### config.mk
export PLATFORM = sky130hd
export DESIGN_NAME = fp_cmp_unit
export DESIGN_NICKNAME = d
export VERILOG_FILES = /design/src/logic/fp_cmp_pkg.sv /design/src/logic/fp_operand_if.sv /design/src/logic/fp_cmp_unit.sv /design/src/logic/fp_compare_core.sv /design/src/logic/fp_classify.sv /design/src/logic/fp_special_case_detection.sv
export SDC_FILE = /design/constraint.sdc
export NUM_CORES = 1
export LEC_CHECK = 0
export ABC_AREA = 0
export BUFFER_PORTS_ARGS = -buffer_cell sky130_fd_sc_hd__buf_2
export CORE_MARGIN = 4
export CORE_UTILIZATION = 59
export DETAILED_ROUTE_END_ITERATION = 8
export PLACE_DENSITY = 0.85
export SLEW_MARGIN = 20
export SYNTH_ARGS = -nofsm -noshare
export SYNTH_HDL_FRONTEND = slang
export SYNTH_HIERARCHICAL = 1
export SYNTH_SLANG_ARGS = --single-unit
### constraint.sdc
create_clock -name clk -period 9.4 [get_ports clk]
set_input_delay 0.94 -clock clk [delete_from_list [all_inputs] [get_ports clk]]
set_output_delay 0.94 -clock clk [all_outputs]
set_load 0.02 [all_outputs]
### src/logic/fp_cmp_pkg.sv
package fp_cmp_pkg;

  // Opcodes of the compare and classify unit.
  typedef enum logic [2:0] {
    FEQ    = 3'd0,  // a == b.
    FLT    = 3'd1,  // a < b.
    FLE    = 3'd2,  // a <= b.
    FMIN   = 3'd3,  // Smaller operand.
    FMAX   = 3'd4,  // Larger operand.
    FCLASS = 3'd5   // Class mask of a.
  } fp_op_t;

  // Width of the RISC-V class mask.
  localparam int FCLASS_W = 10;

  // Bit positions inside the class mask
  localparam int CLS_NEG_INF  = 0;
  localparam int CLS_NEG_NORM = 1;
  localparam int CLS_NEG_SUB  = 2;
  localparam int CLS_NEG_ZERO = 3;
  localparam int CLS_POS_ZERO = 4;
  localparam int CLS_POS_SUB  = 5;
  localparam int CLS_POS_NORM = 6;
  localparam int CLS_POS_INF  = 7;
  localparam int CLS_SNAN     = 8;
  localparam int CLS_QNAN     = 9;

endpackage
### src/logic/fp_operand_if.sv
`timescale 1ns/1ps

interface fp_operand_if #(
  parameter int FRAC_W = 23,
  parameter int EXPO_W = 8,
  localparam int WIDTH = FRAC_W + EXPO_W + 1
);

  logic [WIDTH-1:0]  word;     // Raw operand bits.
  logic              sign;
  logic [EXPO_W-1:0] expo;
  logic [FRAC_W-1:0] frac;
  logic              hidden;   // Implicit leading bit.
  logic              is_inf;
  logic              is_snan;
  logic              is_qnan;
  logic              is_zero;  // Includes flushed subnormals.

  modport src (
    output word, sign, expo, frac, hidden,
    output is_inf, is_snan, is_qnan, is_zero
  );

  modport dst (
    input word, sign, expo, frac, hidden,
    input is_inf, is_snan, is_qnan, is_zero
  );

endinterface

### src/logic/fp_cmp_unit.sv
`timescale 1ns/1ps

module fp_cmp_unit #(
  parameter int FRAC_W           = 23,
  parameter int EXPO_W           = 8,
  parameter bit ENABLE_SUBNORMAL = 1'b1,
  localparam int WIDTH           = FRAC_W + EXPO_W + 1
) (
  input  logic               clk,
  input  logic               arst_n,
  input  logic               in_valid,
  input  fp_cmp_pkg::fp_op_t op,
  input  logic [WIDTH-1:0]   a,
  input  logic [WIDTH-1:0]   b,
  output logic               out_valid,
  output logic [WIDTH-1:0]   result,
  output logic               invalid
);

  import fp_cmp_pkg::*;

  logic   valid_q;  // Stage 1 register in step with the operand registers.
  fp_op_t op_q;

  fp_operand_if #(.FRAC_W(FRAC_W), .EXPO_W(EXPO_W)) op_a ();
  fp_operand_if #(.FRAC_W(FRAC_W), .EXPO_W(EXPO_W)) op_b ();

  always_ff @(posedge clk or negedge arst_n) begin
    if (!arst_n) begin
      valid_q <= 1'b0;
      op_q    <= FEQ;
    end else begin
      valid_q <= in_valid;
      op_q    <= op;
    end
  end

  fp_special_case_detection #(
    .FRAC_W          (FRAC_W),
    .EXPO_W          (EXPO_W),
    .ENABLE_SUBNORMAL(ENABLE_SUBNORMAL)
  ) i_detect_a (
    .clk   (clk),
    .arst_n(arst_n),
    .data  (a),
    .opnd  (op_a)
  );

  fp_special_case_detection #(
    .FRAC_W          (FRAC_W),
    .EXPO_W          (EXPO_W),
    .ENABLE_SUBNORMAL(ENABLE_SUBNORMAL)
  ) i_detect_b (
    .clk   (clk),
    .arst_n(arst_n),
    .data  (b),
    .opnd  (op_b)
  );

  // Stage 2 result and flag.
  fp_compare_core #(
    .FRAC_W          (FRAC_W),
    .EXPO_W          (EXPO_W),
    .ENABLE_SUBNORMAL(ENABLE_SUBNORMAL)
  ) i_fp_compare_core (
    .clk      (clk),
    .arst_n   (arst_n),
    .valid    (valid_q),
    .op       (op_q),
    .opnd_a   (op_a),
    .opnd_b   (op_b),
    .out_valid(out_valid),
    .result   (result),
    .invalid  (invalid)
  );

endmodule

### src/logic/fp_compare_core.sv
`timescale 1ns/1ps

module fp_compare_core #(
  parameter int FRAC_W           = 23,
  parameter int EXPO_W           = 8,
  parameter bit ENABLE_SUBNORMAL = 1'b1,
  localparam int WIDTH           = FRAC_W + EXPO_W + 1
) (
  input  logic              clk,
  input  logic              arst_n,
  input  logic              valid,
  input  fp_cmp_pkg::fp_op_t op,
  fp_operand_if.dst         opnd_a,
  fp_operand_if.dst         opnd_b,
  output logic              out_valid,
  output logic [WIDTH-1:0]  result,
  output logic              invalid
);

  import fp_cmp_pkg::*;

  // Sign 0, exponent all ones, only the quiet bit set.
  localparam logic [WIDTH-1:0] CANON_NAN = {1'b0, {EXPO_W{1'b1}}, 1'b1, {(FRAC_W-1){1'b0}}};

  logic [EXPO_W+FRAC_W-1:0] mag_a;
  logic [EXPO_W+FRAC_W-1:0] mag_b;
  logic [FCLASS_W-1:0]      class_mask;
  logic                     nan_a;
  logic                     nan_b;
  logic                     any_snan;
  logic                     both_zero;
  logic                     eq;
  logic                     lt;
  logic                     mm_lt;  // Min/max ordering puts -0 below +0.
  logic                     mm_gt;
  logic [WIDTH-1:0]         min_val;
  logic [WIDTH-1:0]         max_val;
  logic [WIDTH-1:0]         result_d;
  logic                     invalid_d;

  fp_classify #(
    .ENABLE_SUBNORMAL(ENABLE_SUBNORMAL)
  ) i_fp_classify (
    .opnd(opnd_a),
    .mask(class_mask)
  );

  assign nan_a    = opnd_a.is_snan | opnd_a.is_qnan;
  assign nan_b    = opnd_b.is_snan | opnd_b.is_qnan;
  assign any_snan = opnd_a.is_snan | opnd_b.is_snan;

  // Flushed operands count as magnitude zero.
  assign mag_a     = opnd_a.is_zero ? '0 : {opnd_a.expo, opnd_a.frac};
  assign mag_b     = opnd_b.is_zero ? '0 : {opnd_b.expo, opnd_b.frac};
  assign both_zero = opnd_a.is_zero & opnd_b.is_zero;

  assign eq = both_zero | ((opnd_a.sign == opnd_b.sign) & (mag_a == mag_b));

  always_comb begin
    if (both_zero) begin
      lt = 1'b0;
    end else if (opnd_a.sign != opnd_b.sign) begin
      lt = opnd_a.sign;  // Negative side is smaller.
    end else if (opnd_a.sign) begin
      lt = mag_a > mag_b;
    end else begin
      lt = mag_a < mag_b;
    end
  end

  assign mm_lt = both_zero ? (opnd_a.sign & ~opnd_b.sign) : lt;
  assign mm_gt = both_zero ? (~opnd_a.sign & opnd_b.sign) : (~lt & ~eq);

  always_comb begin
    if (nan_a & nan_b) begin
      min_val = CANON_NAN;
      max_val = CANON_NAN;
    end else if (nan_a) begin
      min_val = opnd_b.word;  // The number wins over a NaN.
      max_val = opnd_b.word;
    end else if (nan_b) begin
      min_val = opnd_a.word;
      max_val = opnd_a.word;
    end else begin
      min_val = mm_gt ? opnd_b.word : opnd_a.word;
      max_val = mm_lt ? opnd_b.word : opnd_a.word;
    end
  end

  always_comb begin
    result_d  = '0;
    invalid_d = 1'b0;
    case (op)
      FEQ: begin
        result_d[0] = eq & ~nan_a & ~nan_b;
        invalid_d   = any_snan;  // Quiet compare.
      end
      FLT: begin
        result_d[0] = lt & ~nan_a & ~nan_b;
        invalid_d   = nan_a | nan_b;
      end
      FLE: begin
        result_d[0] = (lt | eq) & ~nan_a & ~nan_b;
        invalid_d   = nan_a | nan_b;
      end
      FMIN: begin
        result_d  = min_val;
        invalid_d = any_snan;
      end
      FMAX: begin
        result_d  = max_val;
        invalid_d = any_snan;
      end
      FCLASS: result_d[FCLASS_W-1:0] = class_mask;
      default: ;
    endcase
  end

  always_ff @(posedge clk or negedge arst_n) begin
    if (!arst_n) begin
      out_valid <= 1'b0;
      result    <= '0;
      invalid   <= 1'b0;
    end else begin
      out_valid <= valid;
      result    <= result_d;
      invalid   <= invalid_d;
    end
  end

endmodule

### src/logic/fp_classify.sv
`timescale 1ns/1ps

module fp_classify #(
  parameter bit ENABLE_SUBNORMAL = 1'b1
) (
  fp_operand_if.dst                    opnd,
  output logic [fp_cmp_pkg::FCLASS_W-1:0] mask
);

  import fp_cmp_pkg::*;

  logic is_nan;
  logic is_sub;
  logic is_norm;
  logic neg;
  logic pos;

  assign is_nan = opnd.is_snan | opnd.is_qnan;

  // Nonzero operand with a zero exponent and no leading one.
  assign is_sub = ENABLE_SUBNORMAL & ~|opnd.expo & ~opnd.hidden & ~opnd.is_zero;

  assign is_norm = ~(opnd.is_inf | is_nan | opnd.is_zero | is_sub);
  assign neg     = opnd.sign & ~is_nan;  // NaN classes ignore the sign.
  assign pos     = ~opnd.sign & ~is_nan;

  always_comb begin
    mask               = '0;
    mask[CLS_NEG_INF]  = neg & opnd.is_inf;
    mask[CLS_NEG_NORM] = neg & is_norm;
    mask[CLS_NEG_SUB]  = neg & is_sub;
    mask[CLS_NEG_ZERO] = neg & opnd.is_zero;
    mask[CLS_POS_ZERO] = pos & opnd.is_zero;
    mask[CLS_POS_SUB]  = pos & is_sub;
    mask[CLS_POS_NORM] = pos & is_norm;
    mask[CLS_POS_INF]  = pos & opnd.is_inf;
    mask[CLS_SNAN]     = opnd.is_snan;
    mask[CLS_QNAN]     = opnd.is_qnan;
  end

endmodule

### src/logic/fp_special_case_detection.sv
`timescale 1ns/1ps

module fp_special_case_detection #(
  parameter int FRAC_W           = 23,
  parameter int EXPO_W           = 8,
  parameter bit ENABLE_SUBNORMAL = 1'b1,
  localparam int WIDTH           = FRAC_W + EXPO_W + 1
) (
  input  logic             clk,
  input  logic             arst_n,
  input  logic [WIDTH-1:0] data,
  fp_operand_if.src        opnd
);

  logic              sign_in;
  logic [EXPO_W-1:0] expo_in;
  logic [FRAC_W-1:0] frac_in;
  logic              expo_ones;
  logic              expo_zero;
  logic              frac_zero;
  logic              zero_in;
  logic              hidden_in;

  assign {sign_in, expo_in, frac_in} = data;  // Unpack.
  assign expo_ones = &expo_in;
  assign expo_zero = ~|expo_in;
  assign frac_zero = ~|frac_in;

  if (ENABLE_SUBNORMAL) begin : g_subnormal
    assign zero_in   = expo_zero & frac_zero;
    assign hidden_in = ~expo_zero;  // Subnormals have no leading one.
  end else begin : g_flush
    // Any zero exponent reads as zero when flushing
    assign zero_in   = expo_zero;
    assign hidden_in = 1'b1;
  end

  always_ff @(posedge clk or negedge arst_n) begin
    if (!arst_n) begin
      opnd.is_inf  <= 1'b0;
      opnd.is_snan <= 1'b0;
      opnd.is_qnan <= 1'b0;
      opnd.is_zero <= 1'b0;
      opnd.hidden  <= 1'b0;
    end else begin
      opnd.is_inf  <= expo_ones & frac_zero;
      opnd.is_snan <= expo_ones & ~frac_zero & ~frac_in[FRAC_W-1];  // Quiet bit clear.
      opnd.is_qnan <= expo_ones & frac_in[FRAC_W-1];
      opnd.is_zero <= zero_in;
      opnd.hidden  <= hidden_in;
    end
  end

  always_ff @(posedge clk) begin
    opnd.word <= data;
    opnd.sign <= sign_in;
    opnd.expo <= expo_in;
    opnd.frac <= frac_in;
  end

endmodule

Word level (Yosys, flattened, before mapping)
Cells that the tools add are included.
{ "word_totals": {"register_bits": 174, "output_inout_bits": 34, "word_cells": 118} }
{ "classes": {"magnitude_cmp": 2, "muxes": 19, "bitwise": 53, "eq_ne": 8, "n_reduce_logical": 15} }
{ "ops": {"columns": ["operator", "count"], "rows": [
  ["two-way mux 32 bit", 8],
  ["two-way mux 31 bit", 2],
  ["OR reduction 23 bit", 2],
  ["one-hot mux 22 bit (2 select lines)", 1],
  ["AND 1 bit", 33],
  ["== test 31 bit", 1],
  ["greater-than comparator 31 bit", 1],
  ["< comparator 31 bit", 1],
  ["one-hot mux 9 bit (3 select lines)", 1],
  ["OR reduction 8 bit", 3],
  ["AND reduction 8 bit", 2],
  ["inverter 1 bit", 11],
  ["OR 1 bit", 9],
  ["== test 3 x 2 -> 1 bit, second input constant", 2],
  ["== test 3 bit, second input constant", 2],
  ["one-hot mux 1 bit (6 select lines)", 1],
  ["zero test 1 bit", 5],
  ["two-way mux 1 bit", 5],
  ["== test 3 x 1 -> 1 bit, second input constant", 1],
  ["zero test 3 bit", 1],
  ["OR reduction 3 bit", 1],
  ["one-hot mux 1 bit (2 select lines)", 1],
  ["OR reduction 2 bit", 1],
  ["== test 1 bit", 1],
  ["inequality test 1 bit", 1]
]} }

Longest topological paths before layout
Gate-level depths: netlist of run 1.
{ "depth": {"word_depth": 13, "depth_mapped": 12, "depth_no_buf": 10} }

By module
Netlist of run 1, hierarchy kept.
{ "modules_own_cells": {"columns": ["mod", "area_per_inst_um2", "n_inst", "cells_each", "seq_area_each_um2"], "rows": [
  ["fp_compare_core", 2743.9, 1, 297, 850.8],
  ["fp_special_case_detection", 1132.3, 2, 88, 765.7],
  ["fp_classify", 126.4, 1, 15, 0.0],
  ["fp_cmp_unit", 100.1, 1, 4, 100.1]
]} }

Least setup slack after synthesis of run 1
No wires, ideal clock.
{ "synth_timing": {"kind": "reg-to-reg", "start": "reg i_detect_a.opnd.is_zero", "end": "reg i_fp_compare_core.result[0]", "synth_period_minus_slack_ns": 3.115, "setup_slack_ns": 6.285, "stages_incl_launch_ff": 13, "arrival_time_ns": 2.989, "path_cell_list": "dfrtp_1 -> clkbuf_1 -> nor2b_1 -> ha_1 -> a211oi_2 -> o221ai_1 -> a211oi_1 -> o221ai_1 -> a211o_1 -> a211oi_1 -> nor3_2 -> buf_6 -> a221o_1"} }
{ "synth_via": {"elab_chain_cells": 13, "word_cells_on_any_way": 31, "cone_classes": "order compare: 2; eq/ne: 1; mux: 15; bitwise: 13"} }
{ "synth_lines": {"columns": ["element", "line_no", "text"], "rows": [
  ["start, declared", "fp_operand_if.sv:21", "output is_inf, is_snan, is_qnan, is_zero"],
  ["start signal, assigned", "fp_special_case_detection.sv:49", "opnd.is_zero <= zero_in;"],
  ["two-way mux 31 bit", "fp_compare_core.sv:53", "assign mag_a = opnd_a.is_zero ? '0 : {opnd_a.expo, opnd_a.frac};"],
  ["< comparator 31 bit or greater-than comparator 31 bit (tied branches)", "fp_compare_core.sv:67, fp_compare_core.sv:65", null],
  ["two-way mux 1 bit", "fp_compare_core.sv:64", "end else if (opnd_a.sign) begin"],
  ["two-way mux 1 bit", "fp_compare_core.sv:62", "end else if (opnd_a.sign != opnd_b.sign) begin"],
  ["two-way mux 1 bit", "fp_compare_core.sv:60", "if (both_zero) begin"],
  ["inverter 1 bit", "fp_compare_core.sv:72", "assign mm_gt = both_zero ? (~opnd_a.sign & opnd_b.sign) : (~lt & ~eq);"],
  ["AND 1 bit", "fp_compare_core.sv:72", null],
  ["two-way mux 1 bit", "fp_compare_core.sv:72", null],
  ["two-way mux 32 bit", "fp_compare_core.sv:85", "min_val = mm_gt ? opnd_b.word : opnd_a.word;"],
  ["two-way mux 32 bit", "fp_compare_core.sv:81", "end else if (nan_b) begin"],
  ["two-way mux 32 bit", "fp_compare_core.sv:78", "end else if (nan_a) begin"],
  ["two-way mux 32 bit", "fp_compare_core.sv:75", "if (nan_a & nan_b) begin"],
  ["one-hot mux 1 bit (6 select lines) (*)", "fp_compare_core.sv:93", "case (op)"],
  ["net i_fp_compare_core.result_d[0]", "fp_compare_core.sv:38", "logic [WIDTH-1:0] result_d;"],
  ["end signal, assigned", "fp_compare_core.sv:126", "result <= result_d;"],
  ["end, declared", "fp_compare_core.sv:16", "output logic [WIDTH-1:0] result,"]
]} }
Mark *: on every way through the listed nets, which the timed path passes. The rest lies on a longest branch.

Final worst setup path of run 1
{ "layout_timing": {"start": "reg i_detect_b.opnd.is_zero", "end": "reg i_fp_compare_core.result[1]"} }
{ "layout_via": {"elab_chain_cells": 13, "word_cells_on_any_way": 24, "cone_classes": "order compare: 2; eq/ne: 1; mux: 15; bitwise: 6"} }
{ "layout_lines": {"columns": ["element", "line_no", "text"], "rows": [
  ["start, declared", "fp_operand_if.sv:21", null],
  ["start signal, assigned", "fp_special_case_detection.sv:49", null],
  ["two-way mux 31 bit", "fp_compare_core.sv:54", "assign mag_b = opnd_b.is_zero ? '0 : {opnd_b.expo, opnd_b.frac};"],
  ["< comparator 31 bit or greater-than comparator 31 bit (tied branches)", "fp_compare_core.sv:67, fp_compare_core.sv:65", null],
  ["two-way mux 1 bit", "fp_compare_core.sv:64", null],
  ["two-way mux 1 bit", "fp_compare_core.sv:62", null],
  ["two-way mux 1 bit", "fp_compare_core.sv:60", null],
  ["inverter 1 bit", "fp_compare_core.sv:72", null],
  ["AND 1 bit", "fp_compare_core.sv:72", null],
  ["two-way mux 1 bit", "fp_compare_core.sv:72", null],
  ["two-way mux 32 bit", "fp_compare_core.sv:85", null],
  ["two-way mux 32 bit", "fp_compare_core.sv:81", null],
  ["two-way mux 32 bit", "fp_compare_core.sv:78", null],
  ["two-way mux 32 bit", "fp_compare_core.sv:75", null],
  ["one-hot mux 9 bit (3 select lines) (*)", "fp_compare_core.sv:93", null],
  ["net i_fp_compare_core.result_d[1]", "fp_compare_core.sv:38", null]
]} }
Marks and branches as above.

==> results.txt, run 1 <==
Port bufs: 103
Core Area: 8382 um^2
TritonCTS Buffers: 9
Post-CTS Setup Inserts: 0
H-tree Lvls: 3
Final setup margin: 5366 ps
Initial antenna violation count: 0
Layout area overhead: 5.854%
Pre-CTS WS: 5178 ps
Max Cap Viol: 0
Max-slew violation count: 0
Vias per std cell: 5.878
Rel. slew slack: 0.4136
WS Path Type: register to register
Pleak: 2.552 nW
# setup viols final: 0
CP Data Arrival Time: 4340 ps
Die width: 101.6 um
Filler Cell Count: 684
Placed inst area: 5280 um^2
Mean area per synthesized cell: 10.58 um^2
Syn_nets: 592
DRC: 0
Cell count after synthesis: 489
Least-Margin Pin Slew: 879.7 ps
GP Congestion: 0.9728
Status: finished clean
# IOs: 104
Starting density of the core: 0.6171
Row cnt: 33
Worst Hold Margin: 359.9 ps
Post-CTS resize count: 0
Layout Nets: 630
Final Util: 0.6532
Worst IR Drop VDD: 0.08548 mV
Drt pass-1 iters: 5
Post-DP HPWL: 8.793 mm
Clock transition at path regs: 100 ps
Clock Latency Late Sink: 370 ps
Root buf cell: clkbuf_8
Design Area, Final: 5475 um^2
CTS tree: built
Final Hold Viols: 0
Clock Skews: 9.082 ps
Routed len/inst: 17.97 um
CP Capture Type: register
Vias post-DR: 3,744
Ys Warns: 6
Initial DRC count: 253
Die Height: 101.6 um
Part of the cycle the worst path needs: 0.4291
Share of layout cells above drive strength 1: 0.2613
Syn Std Cell Area: 5172 um^2
Minimum clock period: 4034 ps
Routed Antenna Nets: 0
Total power per unit cell area: 170.7 nW/um^2
Inserted Diodes: 0
Crit path launch type: register
Congestion Overflow GR: 0
Largest net degree at the start of global routing: 47
Sum Neg Setup Slack: 0 ps
GRT Total Usage: 0.2286
WP data required: 9710 ps
Vias in the first global route: 3,736
RSZ-0062 raised after global routing: false
Wirelength, routed: 11.44 mm
# clock sinks: 110
Die area: 10,330 um^2
First-pass GRT wire length: 18.07 mm
Hold_buf cts: 0
HP Class: register to register
Clock buffer depth: 2
Crit path max fanout: 32
Fmax: 247.9 MHz
==> sequential cells by signal (all words and copies together) (netlist names), 3 cells and up <==
name,cells
i_detect_a/opnd.word,24
i_detect_b/opnd.word,24
op_q,3
i_fp_compare_core/result,32
i_detect_b/opnd.expo,7
i_detect_a/opnd.expo,7
==> critical path, stage by stage, from the launching register on <==
cell and delay [ps]:
dfrtp_1 930, nand2b_1 210, ha_1 250, nand4_1 210, nor4_1 110, a2111oi_1 670, a32o_1 230, a21oi_2 60
o2111a_1 180, nor3_2 570, buf_4 340, a221o_1 190
==> cell type report <==
class / count / area [um^2] / share of cell area
Sequential cell: 110 / 2434 / 0.4445
Multi-Input combinational cell: 293 / 2156 / 0.3937
Timing Repair Buffer: 105 / 533.0 / 0.09735
Tap cell: 105 / 131.4 / 0.02399
Clock buffer: 9 / 123.9 / 0.02262
Clock inverter: 7 / 67.56 / 0.01234
Inverter: 8 / 30.03 / 0.005484
==> routing by layer <==
layer	part of all wire	GRT usage	vias to the layer above
li1	-	-	1757
met1	0.41	0.2964	1792
met2	0.48	0.3788	173
met3	0.089	0.05923	22
met4	0.016	0.06544	0
met5	0	0	-
==> metrics by stage <==
stage,instances,total power (W)
finish,637,0.0009344
global route,637,0.0009820
CTS,637,0.0009438
detailed placement,621,0.0006771
global placement,621,0.0006711
floorplan,489,0.0006332
==> worst paths after layout <==
| kind | start | end | slack [ps] | cells past startpoint |
|---|---|---|---|---|
| min in group asynchronous | arst_n | i_fp_compare_core/result[9] | 570 | 1 |
| max in group asynchronous | arst_n | i_detect_a/opnd.is_zero | 8410 | 1 |
| worst max register to register | i_detect_b/opnd.is_zero | i_fp_compare_core/result[1] | 5370 | 11 |
| worst min register to register | valid_q | i_fp_compare_core/out_valid | 360 | 0 |
| worst max-delay path | i_detect_b/opnd.is_zero | i_fp_compare_core/result[1] | 5370 | 11 |
| worst min-delay path | valid_q | i_fp_compare_core/out_valid | 360 | 0 |
==> cells in the final DEF, fill, tap and decap left out, types with 2 or more instances in the layout <==
master,count
nand2b_1,32
clkinvlp_4,2
nor4_1,12
dfrtp_1,45
nor2b_1,31
and2_1,15
inv_1,8
nand3_1,3
or4_4,2
a21oi_1,13
dfxtp_1,64
o2bb2ai_1,9
o221ai_1,2
inv_8,2
a211o_1,2
a22o_1,13
a221o_1,11
o21a_1,3
a211oi_1,7
nor4_2,6
nand2_1,19
buf_4,3
nor3_1,13
clkbuf_8,9
ha_1,33
buf_2,102
nor2_1,22
nand4_1,15
nor4b_1,2
or2_2,2
o21ai_0,7
==> power by group <==
| group | internal [W] | switching (W) |
|---|---|---|
| sequential | 0.000501 | 0.0000166 |
| clock | 0.000102 | 0.000164 |
| combinational | 0.0000614 | 0.0000888 |
Note: power is estimated with default switching activity, not from simulation.
==> run 2, diff against run 1 <==
--- a/config.mk
+++ b/config.mk
@@ -8,9 +8,9 @@
 export ABC_AREA = 0
 export BUFFER_PORTS_ARGS = -buffer_cell sky130_fd_sc_hd__buf_2
 export CORE_MARGIN = 4
-export CORE_UTILIZATION = 59
+export CORE_UTILIZATION = 50
 export DETAILED_ROUTE_END_ITERATION = 8
-export PLACE_DENSITY = 0.85
+export PLACE_DENSITY = 0.76
 export SLEW_MARGIN = 20
 export SYNTH_ARGS = -nofsm -noshare
 export SYNTH_HDL_FRONTEND = slang
==> constraint.sdc (replaced) <==
create_clock -name clk -period 3.5 [get_ports clk]
set_input_delay 0.35 -clock clk [delete_from_list [all_inputs] [get_ports clk]]
set_output_delay 0.35 -clock clk [all_outputs]
set_load 0.02 [all_outputs]
==> results.txt, run 2 (synthesis results as in run 1) <==
Status: finished clean
CP Capture Type: register
Vias in the first global route: 3,897 (+4.3%)
Row cnt: 36 (+9.1%)
Routed len/inst: 17.67 um (-1.7%)
Crit path launch type: register
# clock sinks: 110 (unchanged)
Drt pass-1 iters: 4 (-1)
Final Hold Viols: 0 (unchanged)
Crit path max fanout: 16 (-50%)
Clock Skews: 21.47 ps (+12.39 ps)
Clock transition at path regs: 100 ps (about the same)
Final Util: 0.5908 (-0.06245)
Largest net degree at the start of global routing: 47 (unchanged)
Clock buffer depth: 2 (unchanged)
Final Non-Filler Cells: 696 (+9.3%)
Port bufs: 103 (unchanged)
Initial antenna violation count: 0 (unchanged)
First-pass GRT wire length: 18.93 mm (+4.8%)
Dpl cells: 674 (+8.5%)
Congestion Overflow GR: 0 (unchanged)
Inserted Diodes: 0 (unchanged)
Layout Nets: 661 (+4.9%)
Most frequent cells in the layout: buf_2 (102), dfxtp_1 (64), dfrtp_1 (45)
Pleak: 2.740 nW (+7.3%)
Core Area: 9910 um^2 (+18%)
Routed Antenna Nets: 0 (unchanged)
GRT Total Usage: 0.2067 (-0.02192)
Max reg flops: 32 (unchanged)
GP Congestion: 0.9116 (-6.3%)
HP Class: input pin to register
Die width: 109.7 um (+8.0%)
RSZ-0062 raised after global routing: false
Share of layout cells above drive strength 1: 0.3091 (+0.04778)
Layout area overhead: 13.18%
CP Data Arrival Time: 3630 ps (-710 ps)
Die area: 12,040 um^2 (+17%)
Most crowded layer after global routing: met2
Worst Hold Margin: 76.39 ps (-283.5 ps)
Fmax: 295.7 MHz (+19%)
Die Height: 109.7 um (+8.0%)
TritonCTS Buffers: 9 (unchanged)
Placed inst area: 5540 um^2 (+4.9%)
DRC: 0 (unchanged)
WS Path Type: register to register
Worst IR Drop VDD: 0.2070 mV (+140%)
CTS tree: built
Top Registers: i_fp_compare_core/result: 32 flops, i_detect_a/opnd.word: 24 flops, i_detect_b/opnd.word: 24 flops
Part of the cycle the worst path needs: 0.9663 (+0.5371)
Clock Latency Late Sink: 390 ps (+20 ps)
Design Area, Final: 5854 um^2 (+6.9%)
Biggest register: i_fp_compare_core/result
Total power per unit cell area: 448.1 nW/um^2 (+160%)
Commonest non-fill, non-tap cell in the layout: buf_2
Vias per std cell: 5.460 (-7.1%)
Grt met1 use: 0.2739 (-0.02252)
# setup viols final: 0 (unchanged)
Max-slew violation count: 0 (unchanged)
Post-DP HPWL: 9.562 mm (+8.8%)
Least-Margin Pin Slew: 877.5 ps (-2.165 ps)
Vias post-DR: 3,800 (+1.5%)
# IOs: 104 (unchanged)
Starting density of the core: 0.5220 (-0.09514)
WP data required: 3750 ps (-5960 ps)
Minimum clock period: 3382 ps (-652.0 ps)
H-tree Lvls: 3 (unchanged)
Met2 GRT Util: 0.3396 (-0.03919)
Wirelength, routed: 12.30 mm (+7.4%)
Sum Neg Setup Slack: 0 ps (unchanged)
GRT met3 Usage: 0.04110 (-0.01812)
Max Cap Viol: 0 (unchanged)
Initial DRC count: 176 (-30%)
Root buf cell: clkbuf_8
Filler Cell Count: 852 (+25%)
Rel. slew slack: 0.4128 (-0.0007180)
[run 2: changes by cell type in the layout (fill, tap and decap cells not counted), moves of 2 or more]
cell,change
buf_12,+3
clkinvlp_4,-2
a211oi_1,-2
buf_4,+26
inv_6,+3
a211oi_2,+2
nor4_1,-2
[run 2: layer usage]
metal | up-vias | wire (um)
li1 | 1825 | -
met1 | 1822 | 5432
met2 | 132 | 5921
met3 | 21 | 722
met4 | 0 | 218
met5 | - | 0
[run 2: worst max-delay path, cell delays in order (launching register included)]
cell	delay [ps]
dfrtp_1	430
buf_12	160
nand2b_1	150
ha_1	330
o21ai_0	260
o221ai_1	160
a211oi_1	260
o221ai_1	220
a211o_1	380
a211oi_2	300
nor3_4	100
buf_12	150
a221o_1	360
[run 2: final timing paths]
check                                   startpoint                            to  slack (ps)  depth (start not counted)
max in group asynchronous                   arst_n       i_detect_a/opnd.is_zero        2550                          2
setup / recovery           i_detect_b/opnd.is_zero   i_fp_compare_core/result[0]         120                         12
setup reg to reg           i_detect_b/opnd.is_zero   i_fp_compare_core/result[0]         120                         12
hold / removal                               op[2]                       op_q[2]          80                          1
min in group asynchronous                   arst_n  i_fp_compare_core/result[28]         520                          2
hold reg to reg                            valid_q   i_fp_compare_core/out_valid         360                          0
[run 2: repair_timing]
item	in CTS	in global routing
hold endpoints to repair	0	6
pin swaps	1	3
hold buffers	0	1
setup buffers	2	3
gates cloned	0	0
setup endpoints to repair	23	30
resized for setup	1	10
[run 2: per-stage QoR]
step	total power (W)	setup WS [ps]
2_1_floorplan	0.001701	384.9
3_3_place_gp	0.001830	-175.2
3_5_place_dp	0.001845	-341.0
4_1_cts	0.002627	46.60
5_1_grt	0.002743	4.833
6_report	0.002623	118.1
[run 2: layout make-up]
type	instances	area, um^2	area share
clock buffer	10	127.6	0.02180
clock inverter	6	76.32	0.01304
inverter	8	30.03	0.005129
multi-input combinational	293	2211	0.3776
sequential	110	2434	0.4157
tap	133	166.4	0.02842
timing repair buffer	136	809.5	0.1383
[run 2: power by group]
part,switching (W),internal (W)
clock,0.000437,0.000345
sequential,0.0000416,0.00135
combinational,0.000260,0.000194
total,0.000739,0.00188
